===== config.mk =====
export PLATFORM = sky130hd
export DESIGN_NAME = top
export DESIGN_NICKNAME = d
export VERILOG_FILES = /design/src/design/synth_pkg.sv /design/src/design/uart_rx.sv /design/src/design/midi_parser.sv /design/src/design/tone_voice.sv /design/src/design/i2s_tx.sv /design/src/design/top.sv
export SDC_FILE = /design/constraint.sdc
export NUM_CORES = 1
export LEC_CHECK = 0
export BUFFER_PORTS_ARGS = -buffer_cell sky130_fd_sc_hd__buf_2
export CAP_MARGIN = 25
export CORE_MARGIN = 2
export CORE_UTILIZATION = 45
export CTS_BUF_LIST = sky130_fd_sc_hd__clkbuf_2 sky130_fd_sc_hd__clkbuf_4 sky130_fd_sc_hd__clkbuf_8
export DETAILED_ROUTE_END_ITERATION = 10
export PLACE_DENSITY = 0.7
export REMOVE_ABC_BUFFERS = 1
export SYNTH_ARGS = -nofsm -noshare
export SYNTH_HDL_FRONTEND = slang
export SYNTH_SLANG_ARGS = --single-unit

===== constraint.sdc =====
create_clock -name CLK_50M -period 11.1 [get_ports CLK_50M]
set_input_delay 1.11 -clock CLK_50M [delete_from_list [all_inputs] [get_ports CLK_50M]]
set_output_delay 1.11 -clock CLK_50M [all_outputs]
set_load 0.05 [all_outputs]

===== src/design/synth_pkg.sv =====
package synth_pkg;

    localparam int PHASE_W      = 24;   // phase accumulator width
    localparam int CREDIT_DEPTH = 2;    // i2s buffer entries = credits at reset

    typedef enum logic {
        note_off = 1'b0,                // 0x8n, or 0x9n with velocity 0
        note_on  = 1'b1                 // 0x9n, status bit 4 set
    } midi_op_e;

    typedef enum logic [1:0] {
        parse_idle,                     // no message open, running status may apply
        wait_data1,                     // note number expected
        wait_data2                      // velocity expected
    } parse_state_e;

    typedef enum logic [1:0] {
        uart_idle,
        uart_start,                     // start bit recheck at mid-bit
        uart_data,
        uart_stop
    } uart_state_e;

    // phase step per 48 kHz sample, notes 60 (C4) to 71 (B4)
    // step = f * 2^24 / 48000, other octaves are shifted copies
    localparam logic [PHASE_W-1:0] SEMITONE_INC [12] = '{
        24'd91445,                      // C
        24'd96882,                      // C#
        24'd102643,                     // D
        24'd108747,                     // D#
        24'd115213,                     // E
        24'd122064,                     // F
        24'd129322,                     // F#
        24'd137012,                     // G
        24'd145160,                     // G#
        24'd153791,                     // A 440 Hz
        24'd162936,                     // A#
        24'd172626                      // B
    };

endpackage


===== src/design/uart_rx.sv =====
`timescale 1ns/1ns

module uart_rx
    import synth_pkg::*;
#(
    parameter int CLK_FREQ  = 50_000_000,
    parameter int BAUD_RATE = 38400
) (
    input  logic       CLK_50M,
    input  logic       rst_n,
    input  logic       rx,
    output logic [7:0] byte_data,
    output logic       byte_valid,
    output logic       frame_error
);

    localparam int BIT_CNT  = CLK_FREQ / BAUD_RATE;    // clocks per bit
    localparam int HALF_CNT = BIT_CNT / 2;              // start edge to mid-bit
    localparam int CNT_W    = $clog2(BIT_CNT);

    uart_state_e      state;
    logic [2:0]       rx_sync;                          // [0] newest
    logic [CNT_W-1:0] cnt;                              // clocks to next sample point
    logic [2:0]       bit_idx;
    logic             rx_s;
    logic             rx_fall;
    logic             sample_pt;

    assign rx_s      = rx_sync[1];                      // after two flops
    assign rx_fall   = rx_sync[2] & ~rx_sync[1];        // edge only, a stuck-low line never restarts
    assign sample_pt = (cnt == '0);

    always_ff @(posedge CLK_50M) begin
        if (!rst_n) begin
            rx_sync <= 3'b111;                          // idle line is high
        end else begin
            rx_sync <= {rx_sync[1:0], rx};
        end
    end

    always_ff @(posedge CLK_50M) begin
        if (!rst_n) begin
            state       <= uart_idle;
            cnt         <= '0;
            bit_idx     <= '0;
            byte_valid  <= 1'b0;
            frame_error <= 1'b0;
        end else begin
            byte_valid  <= 1'b0;                        // strobes
            frame_error <= 1'b0;
            if (state != uart_idle && !sample_pt) begin
                cnt <= cnt - 1'b1;
            end
            case (state)
                uart_idle: begin
                    if (rx_fall) begin
                        state <= uart_start;
                        cnt   <= CNT_W'(HALF_CNT - 1);
                    end
                end
                uart_start: begin
                    if (sample_pt) begin
                        cnt     <= CNT_W'(BIT_CNT - 1);
                        bit_idx <= '0;
                        state   <= rx_s ? uart_idle : uart_data;   // glitch rejected
                    end
                end
                uart_data: begin
                    if (sample_pt) begin
                        cnt     <= CNT_W'(BIT_CNT - 1);
                        bit_idx <= bit_idx + 1'b1;
                        if (bit_idx == 3'd7) begin
                            state <= uart_stop;
                        end
                    end
                end
                uart_stop: begin
                    if (sample_pt) begin
                        byte_valid  <= rx_s;            // good stop bit
                        frame_error <= ~rx_s;           // byte dropped
                        state       <= uart_idle;
                    end
                end
                default: state <= uart_idle;
            endcase
        end
    end

    always_ff @(posedge CLK_50M) begin
        if (state == uart_data && sample_pt) begin
            byte_data <= {rx_s, byte_data[7:1]};        // lsb first
        end
    end

    a_cnt_in_bit: assert property (@(posedge CLK_50M) disable iff (!rst_n)
        state != uart_idle |-> cnt < CNT_W'(BIT_CNT));

endmodule


===== src/design/midi_parser.sv =====
`timescale 1ns/1ns

module midi_parser
    import synth_pkg::*;
(
    input  logic       CLK_50M,
    input  logic       rst_n,
    input  logic [7:0] byte_data,
    input  logic       byte_valid,
    output logic       ev_valid,
    output midi_op_e   ev_op,
    output logic [6:0] ev_note,
    output logic [6:0] ev_velocity
);

    parse_state_e state;
    logic         run_valid;                    // running status held
    midi_op_e     run_op;                       // op of last note status
    logic [6:0]   note_q;                       // first data byte
    logic         is_status;
    logic         is_note_status;
    logic         msg_done;
    logic         take_note;

    assign is_status      = byte_data[7];
    assign is_note_status = (byte_data[7:5] == 3'b100);     // 0x8n or 0x9n, any channel
    assign msg_done       = byte_valid && !is_status && state == wait_data2;
    assign take_note      = byte_valid && !is_status &&
                            (state == wait_data1 || (state == parse_idle && run_valid));

    always_ff @(posedge CLK_50M) begin
        if (!rst_n) begin
            state     <= parse_idle;
            run_valid <= 1'b0;
            ev_valid  <= 1'b0;
        end else begin
            ev_valid <= msg_done;                           // one cycle after last byte
            if (byte_valid) begin
                if (is_status) begin
                    run_valid <= is_note_status;            // other status kills running status
                    state     <= is_note_status ? wait_data1 : parse_idle;
                end else if (take_note) begin
                    state <= wait_data2;
                end else if (msg_done) begin
                    state <= parse_idle;                    // next data byte reuses status
                end
            end
        end
    end

    // status op and first data byte
    always_ff @(posedge CLK_50M) begin
        if (byte_valid && is_status && is_note_status) begin
            run_op <= midi_op_e'(byte_data[4]);
        end
        if (take_note) begin
            note_q <= byte_data[6:0];
        end
    end

    // event payload, latched with the strobe
    always_ff @(posedge CLK_50M) begin
        if (msg_done) begin
            ev_note     <= note_q;
            ev_velocity <= byte_data[6:0];
            if (run_op == note_on && byte_data[6:0] != 7'd0) begin
                ev_op <= note_on;
            end else begin
                ev_op <= note_off;                          // vel 0 means off
            end
        end
    end

    a_ev_single: assert property (@(posedge CLK_50M) disable iff (!rst_n)
        ev_valid |=> !ev_valid);

endmodule


===== src/design/tone_voice.sv =====
`timescale 1ns/1ns

module tone_voice
    import synth_pkg::*;
#(
    parameter int SAMPLE_WIDTH = 16
) (
    input  logic                    CLK_50M,
    input  logic                    rst_n,
    input  logic                    ev_valid,
    input  midi_op_e                ev_op,
    input  logic [6:0]              ev_note,
    input  logic [6:0]              ev_velocity,
    input  logic                    credit_return,
    output logic                    sample_valid,
    output logic [SAMPLE_WIDTH-1:0] sample_data,
    output logic                    note_active
);

    localparam int MAG_SHIFT = SAMPLE_WIDTH - 8;    // vel 127 stays below full scale
    localparam int CNT_W     = $clog2(CREDIT_DEPTH + 1);

    logic [6:0]                     cur_note;
    logic [6:0]                     cur_vel;
    logic [PHASE_W-1:0]             phase;
    logic [PHASE_W-1:0]             inc;            // step of sounding note
    logic [PHASE_W-1:0]             inc_lookup;
    logic [3:0]                     semi;
    logic [3:0]                     octave;
    logic [CNT_W-1:0]               credit_cnt;
    logic                           take;
    logic signed [SAMPLE_WIDTH-1:0] mag;

    // table holds octave 5 (notes 60..71)
    always_comb begin
        semi   = 4'(ev_note % 7'd12);
        octave = 4'(ev_note / 7'd12);
        if (octave >= 4'd5) begin
            inc_lookup = SEMITONE_INC[semi] << (octave - 4'd5);
        end else begin
            inc_lookup = SEMITONE_INC[semi] >> (4'd5 - octave);
        end
    end

    assign mag  = SAMPLE_WIDTH'(cur_vel) << MAG_SHIFT;
    assign take = (credit_cnt != '0) || credit_return;  // returned credit used at once

    always_ff @(posedge CLK_50M) begin
        if (!rst_n) begin
            note_active <= 1'b0;
            inc         <= '0;
        end else if (ev_valid) begin
            if (ev_op == note_on) begin
                note_active <= 1'b1;                    // last note wins
                inc         <= inc_lookup;
            end else if (ev_note == cur_note) begin
                note_active <= 1'b0;                    // off for other notes ignored
            end
        end
    end

    always_ff @(posedge CLK_50M) begin
        if (ev_valid && ev_op == note_on) begin
            cur_note <= ev_note;
            cur_vel  <= ev_velocity;
        end
    end

    always_ff @(posedge CLK_50M) begin
        if (!rst_n) begin
            credit_cnt   <= CNT_W'(CREDIT_DEPTH);       // buffer starts empty
            sample_valid <= 1'b0;
            phase        <= '0;
        end else begin
            sample_valid <= take;
            credit_cnt   <= credit_cnt + CNT_W'(credit_return) - CNT_W'(take);
            if (take) begin
                phase <= phase + inc;                   // held while out of credits
            end
        end
    end

    always_ff @(posedge CLK_50M) begin
        if (take) begin
            if (!note_active) begin
                sample_data <= '0;
            end else if (phase[PHASE_W-1]) begin
                sample_data <= -mag;                    // low half of period
            end else begin
                sample_data <= mag;
            end
        end
    end

    a_credit_max: assert property (@(posedge CLK_50M) disable iff (!rst_n)
        credit_cnt <= CNT_W'(CREDIT_DEPTH));

    a_return_has_sample: assert property (@(posedge CLK_50M) disable iff (!rst_n)
        credit_return |-> credit_cnt < CNT_W'(CREDIT_DEPTH));

endmodule


===== src/design/i2s_tx.sv =====
`timescale 1ns/1ns

module i2s_tx
    import synth_pkg::*;
#(
    parameter int SAMPLE_WIDTH = 16
) (
    input  logic                    CLK_50M,
    input  logic                    rst_n,
    input  logic                    i2s_bclk,
    input  logic                    i2s_lrclk,
    input  logic                    sample_valid,
    input  logic [SAMPLE_WIDTH-1:0] sample_data,
    output logic                    credit_return,
    output logic                    i2s_sdata
);

    localparam int PTR_W = $clog2(CREDIT_DEPTH);        // depth is a power of two
    localparam int CNT_W = $clog2(CREDIT_DEPTH + 1);

    logic [2:0]              bclk_sync;                 // [2] is previous sample
    logic [1:0]              lrclk_sync;
    logic                    bclk_fall;
    logic                    lr_s;
    logic                    lr_last;                   // lrclk at previous bclk fall
    logic                    word_edge;
    logic                    frame_start;               // lrclk fell, left slot
    logic                    pop;
    logic [SAMPLE_WIDTH-1:0] fifo_mem [CREDIT_DEPTH];
    logic [PTR_W-1:0]        wr_ptr;
    logic [PTR_W-1:0]        rd_ptr;
    logic [CNT_W-1:0]        fifo_cnt;
    logic [SAMPLE_WIDTH-1:0] frame_sample;              // repeated in right slot
    logic [SAMPLE_WIDTH-1:0] shreg;
    logic [SAMPLE_WIDTH-1:0] next_word;

    assign bclk_fall   = bclk_sync[2] & ~bclk_sync[1];
    assign lr_s        = lrclk_sync[1];
    assign word_edge   = bclk_fall && (lr_s != lr_last);
    assign frame_start = word_edge && !lr_s;
    assign pop         = frame_start && (fifo_cnt != '0);

    // empty buffer at frame start sends silence
    always_comb begin
        if (lr_s) begin
            next_word = frame_sample;
        end else if (pop) begin
            next_word = fifo_mem[rd_ptr];
        end else begin
            next_word = '0;
        end
    end

    always_ff @(posedge CLK_50M) begin
        if (sample_valid) begin
            fifo_mem[wr_ptr] <= sample_data;
        end
    end

    always_ff @(posedge CLK_50M) begin
        if (!rst_n) begin
            bclk_sync     <= '0;
            lrclk_sync    <= '0;
            lr_last       <= 1'b0;
            wr_ptr        <= '0;
            rd_ptr        <= '0;
            fifo_cnt      <= '0;
            credit_return <= 1'b0;
            i2s_sdata     <= 1'b0;
            shreg         <= '0;
            frame_sample  <= '0;
        end else begin
            bclk_sync     <= {bclk_sync[1:0], i2s_bclk};
            lrclk_sync    <= {lrclk_sync[0], i2s_lrclk};
            credit_return <= pop;                       // one credit per entry freed
            fifo_cnt      <= fifo_cnt + CNT_W'(sample_valid) - CNT_W'(pop);
            if (sample_valid) begin
                wr_ptr <= wr_ptr + 1'b1;
            end
            if (pop) begin
                rd_ptr <= rd_ptr + 1'b1;
            end
            if (frame_start) begin
                frame_sample <= next_word;
            end
            if (bclk_fall) begin
                lr_last   <= lr_s;
                i2s_sdata <= shreg[SAMPLE_WIDTH-1];     // msb lands one bclk after lrclk edge
                if (word_edge) begin
                    shreg <= next_word;
                end else begin
                    shreg <= shreg << 1;                // zero pad to end of slot
                end
            end
        end
    end

    a_no_push_full: assert property (@(posedge CLK_50M) disable iff (!rst_n)
        !(sample_valid && fifo_cnt == CNT_W'(CREDIT_DEPTH)));

endmodule


===== src/design/top.sv =====
`timescale 1ns/1ns

module top
    import synth_pkg::*;
#(
    parameter int CLK_FREQ     = 50_000_000,
    parameter int BAUD_RATE    = 38400,
    parameter int SAMPLE_WIDTH = 16             // 24 also works
) (
    input  logic       CLK_50M,
    input  logic       rst_n,
    input  logic       midi_in,
    input  logic       i2s_bclk,                // from codec
    input  logic       i2s_lrclk,               // from codec
    output logic       i2s_sdata,
    output logic [1:0] led
);

    logic [7:0]              byte_data;
    logic                    byte_valid;
    logic                    frame_error;
    logic                    ev_valid;
    midi_op_e                ev_op;
    logic [6:0]              ev_note;
    logic [6:0]              ev_velocity;
    logic                    sample_valid;
    logic [SAMPLE_WIDTH-1:0] sample_data;
    logic                    credit_return;
    logic                    note_active;
    logic                    err_seen;          // sticky until reset

    uart_rx #(
        .CLK_FREQ   (CLK_FREQ),
        .BAUD_RATE  (BAUD_RATE)
    ) u_uart (
        .CLK_50M    (CLK_50M),
        .rst_n      (rst_n),
        .rx         (midi_in),
        .byte_data  (byte_data),
        .byte_valid (byte_valid),
        .frame_error(frame_error)
    );

    midi_parser u_parser (
        .CLK_50M    (CLK_50M),
        .rst_n      (rst_n),
        .byte_data  (byte_data),
        .byte_valid (byte_valid),
        .ev_valid   (ev_valid),
        .ev_op      (ev_op),
        .ev_note    (ev_note),
        .ev_velocity(ev_velocity)
    );

    tone_voice #(
        .SAMPLE_WIDTH (SAMPLE_WIDTH)
    ) u_voice (
        .CLK_50M      (CLK_50M),
        .rst_n        (rst_n),
        .ev_valid     (ev_valid),
        .ev_op        (ev_op),
        .ev_note      (ev_note),
        .ev_velocity  (ev_velocity),
        .credit_return(credit_return),
        .sample_valid (sample_valid),
        .sample_data  (sample_data),
        .note_active  (note_active)
    );

    i2s_tx #(
        .SAMPLE_WIDTH (SAMPLE_WIDTH)
    ) u_i2s (
        .CLK_50M      (CLK_50M),
        .rst_n        (rst_n),
        .i2s_bclk     (i2s_bclk),
        .i2s_lrclk    (i2s_lrclk),
        .sample_valid (sample_valid),
        .sample_data  (sample_data),
        .credit_return(credit_return),
        .i2s_sdata    (i2s_sdata)
    );

    always_ff @(posedge CLK_50M) begin
        if (!rst_n) begin
            err_seen <= 1'b0;
        end else if (frame_error) begin
            err_seen <= 1'b1;
        end
    end

    assign led = {err_seen, note_active};   // led1 uart error, led0 note sounding

endmodule


## Word level (Yosys, flattened, before mapping)

Memories as Yosys holds them, arrays and structs flattened. A register that Yosys moved wholly into a read port is not among the register bits.
Index checks and enable logic that the tools add are counted.

- Memories: 2
- Word-level logic and storage cells: 143
- Output and inout port bits: 3
- Memory bits (read-only): 384
- Register bits after elaboration: 183
- Bits in writable memories: 32

- Shift-type cells: 2
- Magnitude comparators: 2
- Reductions and logical operators: 37
- Eq/ne operators: 14
- Muxes and demuxes: 32
- Add/sub/neg operators: 12
- Bitwise logic cells: 5
- Divide/modulo/power cells: 2

Memory list:

| memory | words | width | rd ports | clocked after memory_dff | wr ports | line | RTL |
|---|---|---|---|---|---|---|---|
| (no name shown) | 16 | 24 | 1 | 0 | 0 | tone_voice.sv:39 | `inc_lookup = SEMITONE_INC[semi] << (octave - 4'd5);` |
| u_i2s.fifo_mem | 2 | 16 | 1 | 1 | 1 | i2s_tx.sv:29 | `logic [SAMPLE_WIDTH-1:0] fifo_mem [CREDIT_DEPTH];` |

Operators with widths:

| kind | number |
|---|---|
| two-way mux 24 bit | 3 |
| two-way mux 16 bit | 3 |
| two-way mux 11 bit | 3 |
| adder 24 bit | 1 |
| left shift 24 x 4 -> 24 bit | 1 |
| >> shifter 24 x 4 -> 24 bit | 1 |
| case mux 11 bit (2 select lines) | 1 |
| two-way mux 2 bit | 9 |
| negation 15 -> 16 bit | 1 |
| two-way mux 15 bit | 1 |
| logical AND 1 bit | 13 |
| zero test 11 bit | 1 |
| subtractor 11 x 1 -> 11 bit (second input constant) | 1 |
| != test 2 x 1 -> 1 bit (second input constant) | 5 |
| AND reduction 2 bit | 5 |
| nonzero test 2 bit | 5 |
| two-way mux 1 bit | 8 |
| case mux 2 bit (4 select lines) | 1 |
| divider 7 x 4 -> 7 bit (second input constant) | 1 |
| equality test 7 bit | 1 |
| remainder unit 7 x 4 -> 7 bit (second input constant) | 1 |
| nonzero test 7 bit | 1 |
| equality test 2 bit (second input constant) | 3 |
| equality test 3 bit (second input constant) | 2 |
| 22 further kinds | 34 |

## Depth between registers and ports, before layout

- Word-level depth: 8
- Depth in mapped cells: 20
- Mapped depth without buffers: 15

## Modules after synthesis

From an unflattened synthesis, not the netlist that was laid out.

- Cells, all modules: 1,435
- Area, all modules: 13,215.2 um2

By module, submodules not included:

| module | times used | area each (um2) | cells each |
|---|---|---|---|
| tone_voice | 1 | 7,448.4 | 962 |
| i2s_tx | 1 | 3,367.0 | 283 |
| uart_rx | 1 | 1,446.4 | 139 |
| midi_parser | 1 | 910.9 | 47 |
| top | 1 | 42.5 | 4 |

## Least setup slack after synthesis

OpenSTA, ideal clock, no wires.

- Path type: register to register
- From: register u_parser.ev_note[5]
- To: register u_voice.inc[0]
- Arrival: 3.845 ns
- Cell stages (with the launch flop): 20
- Library setup time: 0.070 ns
- Period minus slack after synthesis: 3.916 ns
- Slack: 7.184 ns
- Required time: 11.030 ns
- Path buffers: 5
- Cell sequence: edfxtp_1 -> buf_4 -> or3b_1 -> clkbuf_1 -> nand2_1 -> o21a_1 -> nor2_1 -> buf_2 -> buf_1 -> ha_1 -> nand2b_1 -> o21ai_0 -> and2_1 -> nand2b_1 -> nor2_1 -> clkbuf_1 -> o21ai_0 -> a21oi_1 -> nor3_1 -> a21oi_1

- Cells in the longest elaborated chain, start to end: 7

RTL lines:

| what | line | RTL |
|---|---|---|
| start: declaration | midi_parser.sv:12 | `output logic [6:0] ev_note,` |
| start signal: assignment | midi_parser.sv:64 | `ev_note <= note_q;` |
| remainder unit 7 x 4 -> 7 bit | tone_voice.sv:36 | `semi = 4'(ev_note % 7'd12);` |
| inverter 4 -> 5 bit (implied by the code) | tone_voice.sv:39, tone_voice.sv:41 |  |
| memory (16 x 24 bit) | -- |  |
| two-way mux 24 bit (implied by the code) (2 in a row) | tone_voice.sv:39 |  |
| >> shifter 24 x 4 -> 24 bit or left shift 24 x 4 -> 24 bit (tied branches) | tone_voice.sv:41, tone_voice.sv:39 |  |
| two-way mux 24 bit (*) | tone_voice.sv:38 | `if (octave >= 4'd5) begin` |
| end signal: assignment | tone_voice.sv:55 | `inc <= inc_lookup;` |
| end: declaration | tone_voice.sv:26 | `logic [PHASE_W-1:0] inc;` |

Every way passes the cells marked *; elsewhere a longest branch is shown, timed or not. The select of a mux whose other input is x is not followed.
A chain may end at the register's enable or synchronous reset.

## Worst setup path in the final report

- From: register u_parser.ev_note[6]
- To: register u_voice.inc[4]

The elaborated chain is that of the path after synthesis.

==> flow_metrics.py <==
metrics = {
    "run_status": {
        "outcome": "finished clean",
    },
    "synthesis": {
        "synthArstFlopShare_pct": 0,
        "yosysWarnings": 0,
        "synth_area_per_cell_sq_um": 8.61,
        "synthAdderAreaFrac_pct": 4.85,
        "synth_ff_type": "dfxtp_1",
        "netlist_top_cells_area": "dfxtp_1 21%, edfxtp_1 18%, a21oi_1 4.8%",
        "synth_edf_count": 69,
        "synth_area_sq_mm": 0.0118,
        "ys_ff_latch": 192,
        "synth-compound-area-share_pct": 24.2,
        "synth_area_leader_cell": "dfxtp_1",
        "seq_area_frac_synth_pct": 38.6,
        "synthMuxAreaShare_pct": 4.08,
        "synth_top_area_share_pct": 20.9,
        "syn_inst": 1366,
        "yosys.area_share.simple_pct": 19.7,
        "synth_top_family_by_area": "compound AO/OA/AOI/OAI gates",
        "synth_xor_area_share_pct": 4.01,
        "ys_types": 83,
    },
    "final_layout": {
        "num_antenna_cells": 0,
        "fin_nets": 1368,
        "fillers": 2526,
        "syn_to_final_growth_pct": 5.48,
        "fin_area_sq_mm": 0.0124,
        "drive_gt1_share_pct": 6.61,
        "fin_util_pct": 48.0,
        "final_cells": 1666,
    },
    "die": {
        "die_h_um": 166,
        "start_util_pct": 45.5,
        "die_area_sq_mm": 0.0274,
        "row_count": 59,
        "placeableCoreArea_sq_mm": 0.0258,
        "fp.dieW_um": 166,
        "io_pins": 8,
    },
    "detailed_routing": {
        "top_layer": "met4",
        "via_per_inst": 6.10,
        "drc": 0,
        "wl_per_cell_um": 17.8,
        "vias": 10158,
        "drt_wl_total_mm": 29.6,
        "met3WireLength_mm": 1.60,
        "drt_iter0_drc": 1085,
        "met2_length_mm": 13.5,
        "antenna_left": 0,
        "drtPass1Iterations": 5,
        "wl_met1_mm": 13.8,
    },
    "sta": {
        "slew_headroom_pct": 30.7,
        "finClkSkew_ns": 0.0255,
        "tns_ns": 0,
        "fmax_ghz": 0.193,
        "hold_viol_final": 0,
        "finalSetupViolCount": 0,
        "slew_violations": 0,
        "fin_crit_sh_pct": 46.6,
        "rsz0062_at_grt": "false",
        "worstMarginPinSlew_ns": 1.04,
        "fin_crit_ns": 5.17,
    },
    "place": {
        "dp_cells": 1632,
        "dp_hpwl_mm": 20.9,
        "port_buffers": 7,
        "gp_congestion": 0.942,
        "placed_cell_area_sq_mm": 0.0119,
    },
    "min_path": {
        "holdPathStages": 0,
        "hold_path_class": "reg -> reg",
        "min_from": "u_parser.ev_velocity[0]",
        "holdPathEnd": "u_voice.cur_vel[0]",
    },
    "critical_path": {
        "arrival_ns": 5.57,
        "r2r_start": "u_parser.ev_note[6]",
        "critical_path_class": "reg -> reg",
        "worstRegToRegCells": 17,
        "end_kind": "register",
        "startpoint_type": "register",
        "r2r_end": "u_voice.inc[4]",
        "required_ns": 11.49,
        "rrSetupSlack_ns": 5.93,
        "cp_max_fo": 46,
    },
    "clocking": {
        "cts_made_buffers": 17,
        "cts-root-buf": "clkbuf_8",
        "cts_post_setup_buffers_inserted": 0,
        "clock-sinks": 192,
        "clockBufferDepth": 2,
        "clkTransAtPathRegs_ns": 0.11,
        "h-tree-depth": 4,
        "clock_latency_ns": 0.47,
        "cts_tree": "done",
        "cts_resized": 0,
        "postCtsHoldBufs": 0,
    },
    "grt": {
        "grt_pass1_wl_mm": 49.1,
        "first_global_vias": 9327,
        "overflow": 0,
        "grt_max_degree": 57,
        "grt_use_total_pct": 21.5,
        "antenna_found_initial": 0,
    },
    "power": {
        "power_mw": 1.42,
        "vdd_drop_max_mv": 0.0923,
        "powerDensity_mw_per_mm2": 115,
        "leakagePower_nw": 4.56,
    },
    "job": {
        "cap_violations": 0,
    },
}
cells in the final DEF, fill, tap and decap left out, types with 6 or more instances in the layout:
| cell type | netlist | routed |
|---|---|---|
| a211o_1 | 6 | 6 |
| a211oi_1 | 22 | 22 |
| a21o_1 | 14 | 14 |
| a21oi_1 | 112 | 111 |
| a221oi_1 | 23 | 23 |
| a22oi_1 | 13 | 13 |
| a311oi_1 | 10 | 10 |
| a31oi_1 | 21 | 21 |
| a32oi_1 | 9 | 9 |
| and2_1 | 25 | 25 |
| and3_1 | 14 | 14 |
| and3b_1 | 7 | 7 |
| buf_2 | 18 | 8 |
| buf_4 | 4 | 17 |
| clkbuf_8 | 0 | 18 |
| dfxtp_1 | 123 | 123 |
| edfxtp_1 | 69 | 69 |
| ha_1 | 44 | 44 |
| inv_1 | 29 | 28 |
| mux2_2 | 6 | 6 |
| mux2i_1 | 40 | 40 |
| nand2_1 | 123 | 123 |
| nand2b_1 | 19 | 19 |
| nand3_1 | 42 | 42 |
| nand4_1 | 8 | 8 |
| nor2_1 | 141 | 140 |
| nor2b_1 | 20 | 20 |
| nor3_1 | 35 | 33 |
| nor3b_1 | 6 | 6 |
| nor4_1 | 7 | 7 |
| o211ai_1 | 19 | 19 |
| o21a_1 | 12 | 12 |
| o21ai_0 | 69 | 69 |
| o221ai_1 | 7 | 7 |
| o22ai_1 | 12 | 12 |
| o31ai_1 | 12 | 12 |
| or3_1 | 7 | 7 |
| xnor2_1 | 39 | 38 |
| xor2_1 | 13 | 13 |
worst max-delay path by stage:
stage                        startpoint             end  slack [ns]  depth (start not counted)
finish              u_parser.ev_note[6]  u_voice.inc[4]        5.93                         17
detailed placement  u_parser.ev_note[6]  u_voice.inc[4]        6.11                         17
global placement    u_parser.ev_note[6]  u_voice.inc[4]        6.31                         17
global route        u_parser.ev_note[6]  u_voice.inc[4]        5.50                         17
floorplan           u_parser.ev_note[5]  u_voice.inc[4]        5.57                         15
CTS                 u_parser.ev_note[6]  u_voice.inc[4]        6.09                         17
cells by family (layout without fill, tap and decap cells):
family / after synthesis / count (layout)
adders and majority gates: 45 / 45
DFF: 192 / 192
xor gates and xnor gates: 53 / 53
buffers and inverters: 128 / 93
muxes: 47 / 47
AOI/OAI and AO/OA: 422 / 422
and+or+nand+nor: 479 / 479
power breakdown:
part | internal [mW] | switching (mW)
Sequential | 0.754 | 0.0229
Combinational | 0.0649 | 0.108
Clock | 0.201 | 0.271
synth_stat cells (all sizes together), types with 6 or more instances:
cell type  instances
nor2b             20
nand2b            19
dfxtp            123
o31ai             12
nand3             42
nand4              8
mux2i             40
a31oi             21
inv               31
or3                7
o22ai             14
a22oi             14
mux2               7
and3              14
nand2            123
clkbuf            60
and2              25
nor3b              6
o21a              12
nor4               8
buf               33
xor2              13
o21ai             72
a21oi            112
a311oi            10
a21o              14
a221oi            24
o221ai             7
nor2             141
o211ai            19
edfxtp            69
ha                44
xnor2             40
a211o              6
a32oi              9
nor3              35
a211oi            23
and3b              7
or2                6
metrics by stage:
stage	hold slack (ns)	worst slack (ns)
after floorplan	0.386	5.57
after global placement	0.395	6.31
after detailed placement	0.402	6.11
after CTS	0.428	6.09
after global routing	0.435	5.50
final	0.422	5.93
worst max-delay path, cell delays in order (launching register included):
cell and delay (ns):
edfxtp_1 0.37, buf_4 0.27, xnor2_1 0.47, o22a_1 0.24, o21ai_1 0.18, nor2_2 0.14
buf_4 0.36, inv_2 0.33, ha_1 0.27, nand2b_1 0.15, o21ai_0 0.25, and2_1 0.29
nand2b_1 0.17, nor2_1 0.82, o21ai_0 0.21, a31oi_1 0.24, a311oi_1 0.07, a41oi_1 0.25
metal layers:
metal,track usage [%],up-vias
li1,-,4965
met1,30.3,4796
met2,33.5,342
met3,3.39,55
met4,7.52,0
met5,0,-
cell type report:
type | count | area (sq um) | area share (%)
Multi-Input combinational cell | 1046 | 6700 | 54.1
Sequential cell | 192 | 4530 | 36.6
Tap cell | 335 | 419 | 3.38
Clock buffer | 19 | 255 | 2.06
Timing Repair Buffer | 26 | 195 | 1.57
Clock inverter | 13 | 160 | 1.29
Inverter | 35 | 131 | 1.06
registers in the layout, indices dropped and copies added (netlist names), 8 cells and up, named ones only:
| name | count |
|---|---|
| u_i2s.fifo_mem | 16 |
| u_i2s.frame_sample | 16 |
| u_i2s.shreg | 16 |
| u_uart.byte_data | 8 |
| u_uart.cnt | 11 |
| u_voice.inc | 24 |
| u_voice.phase | 24 |
| u_voice.sample_data | 8 |
(Power assumes the default switching activity.)
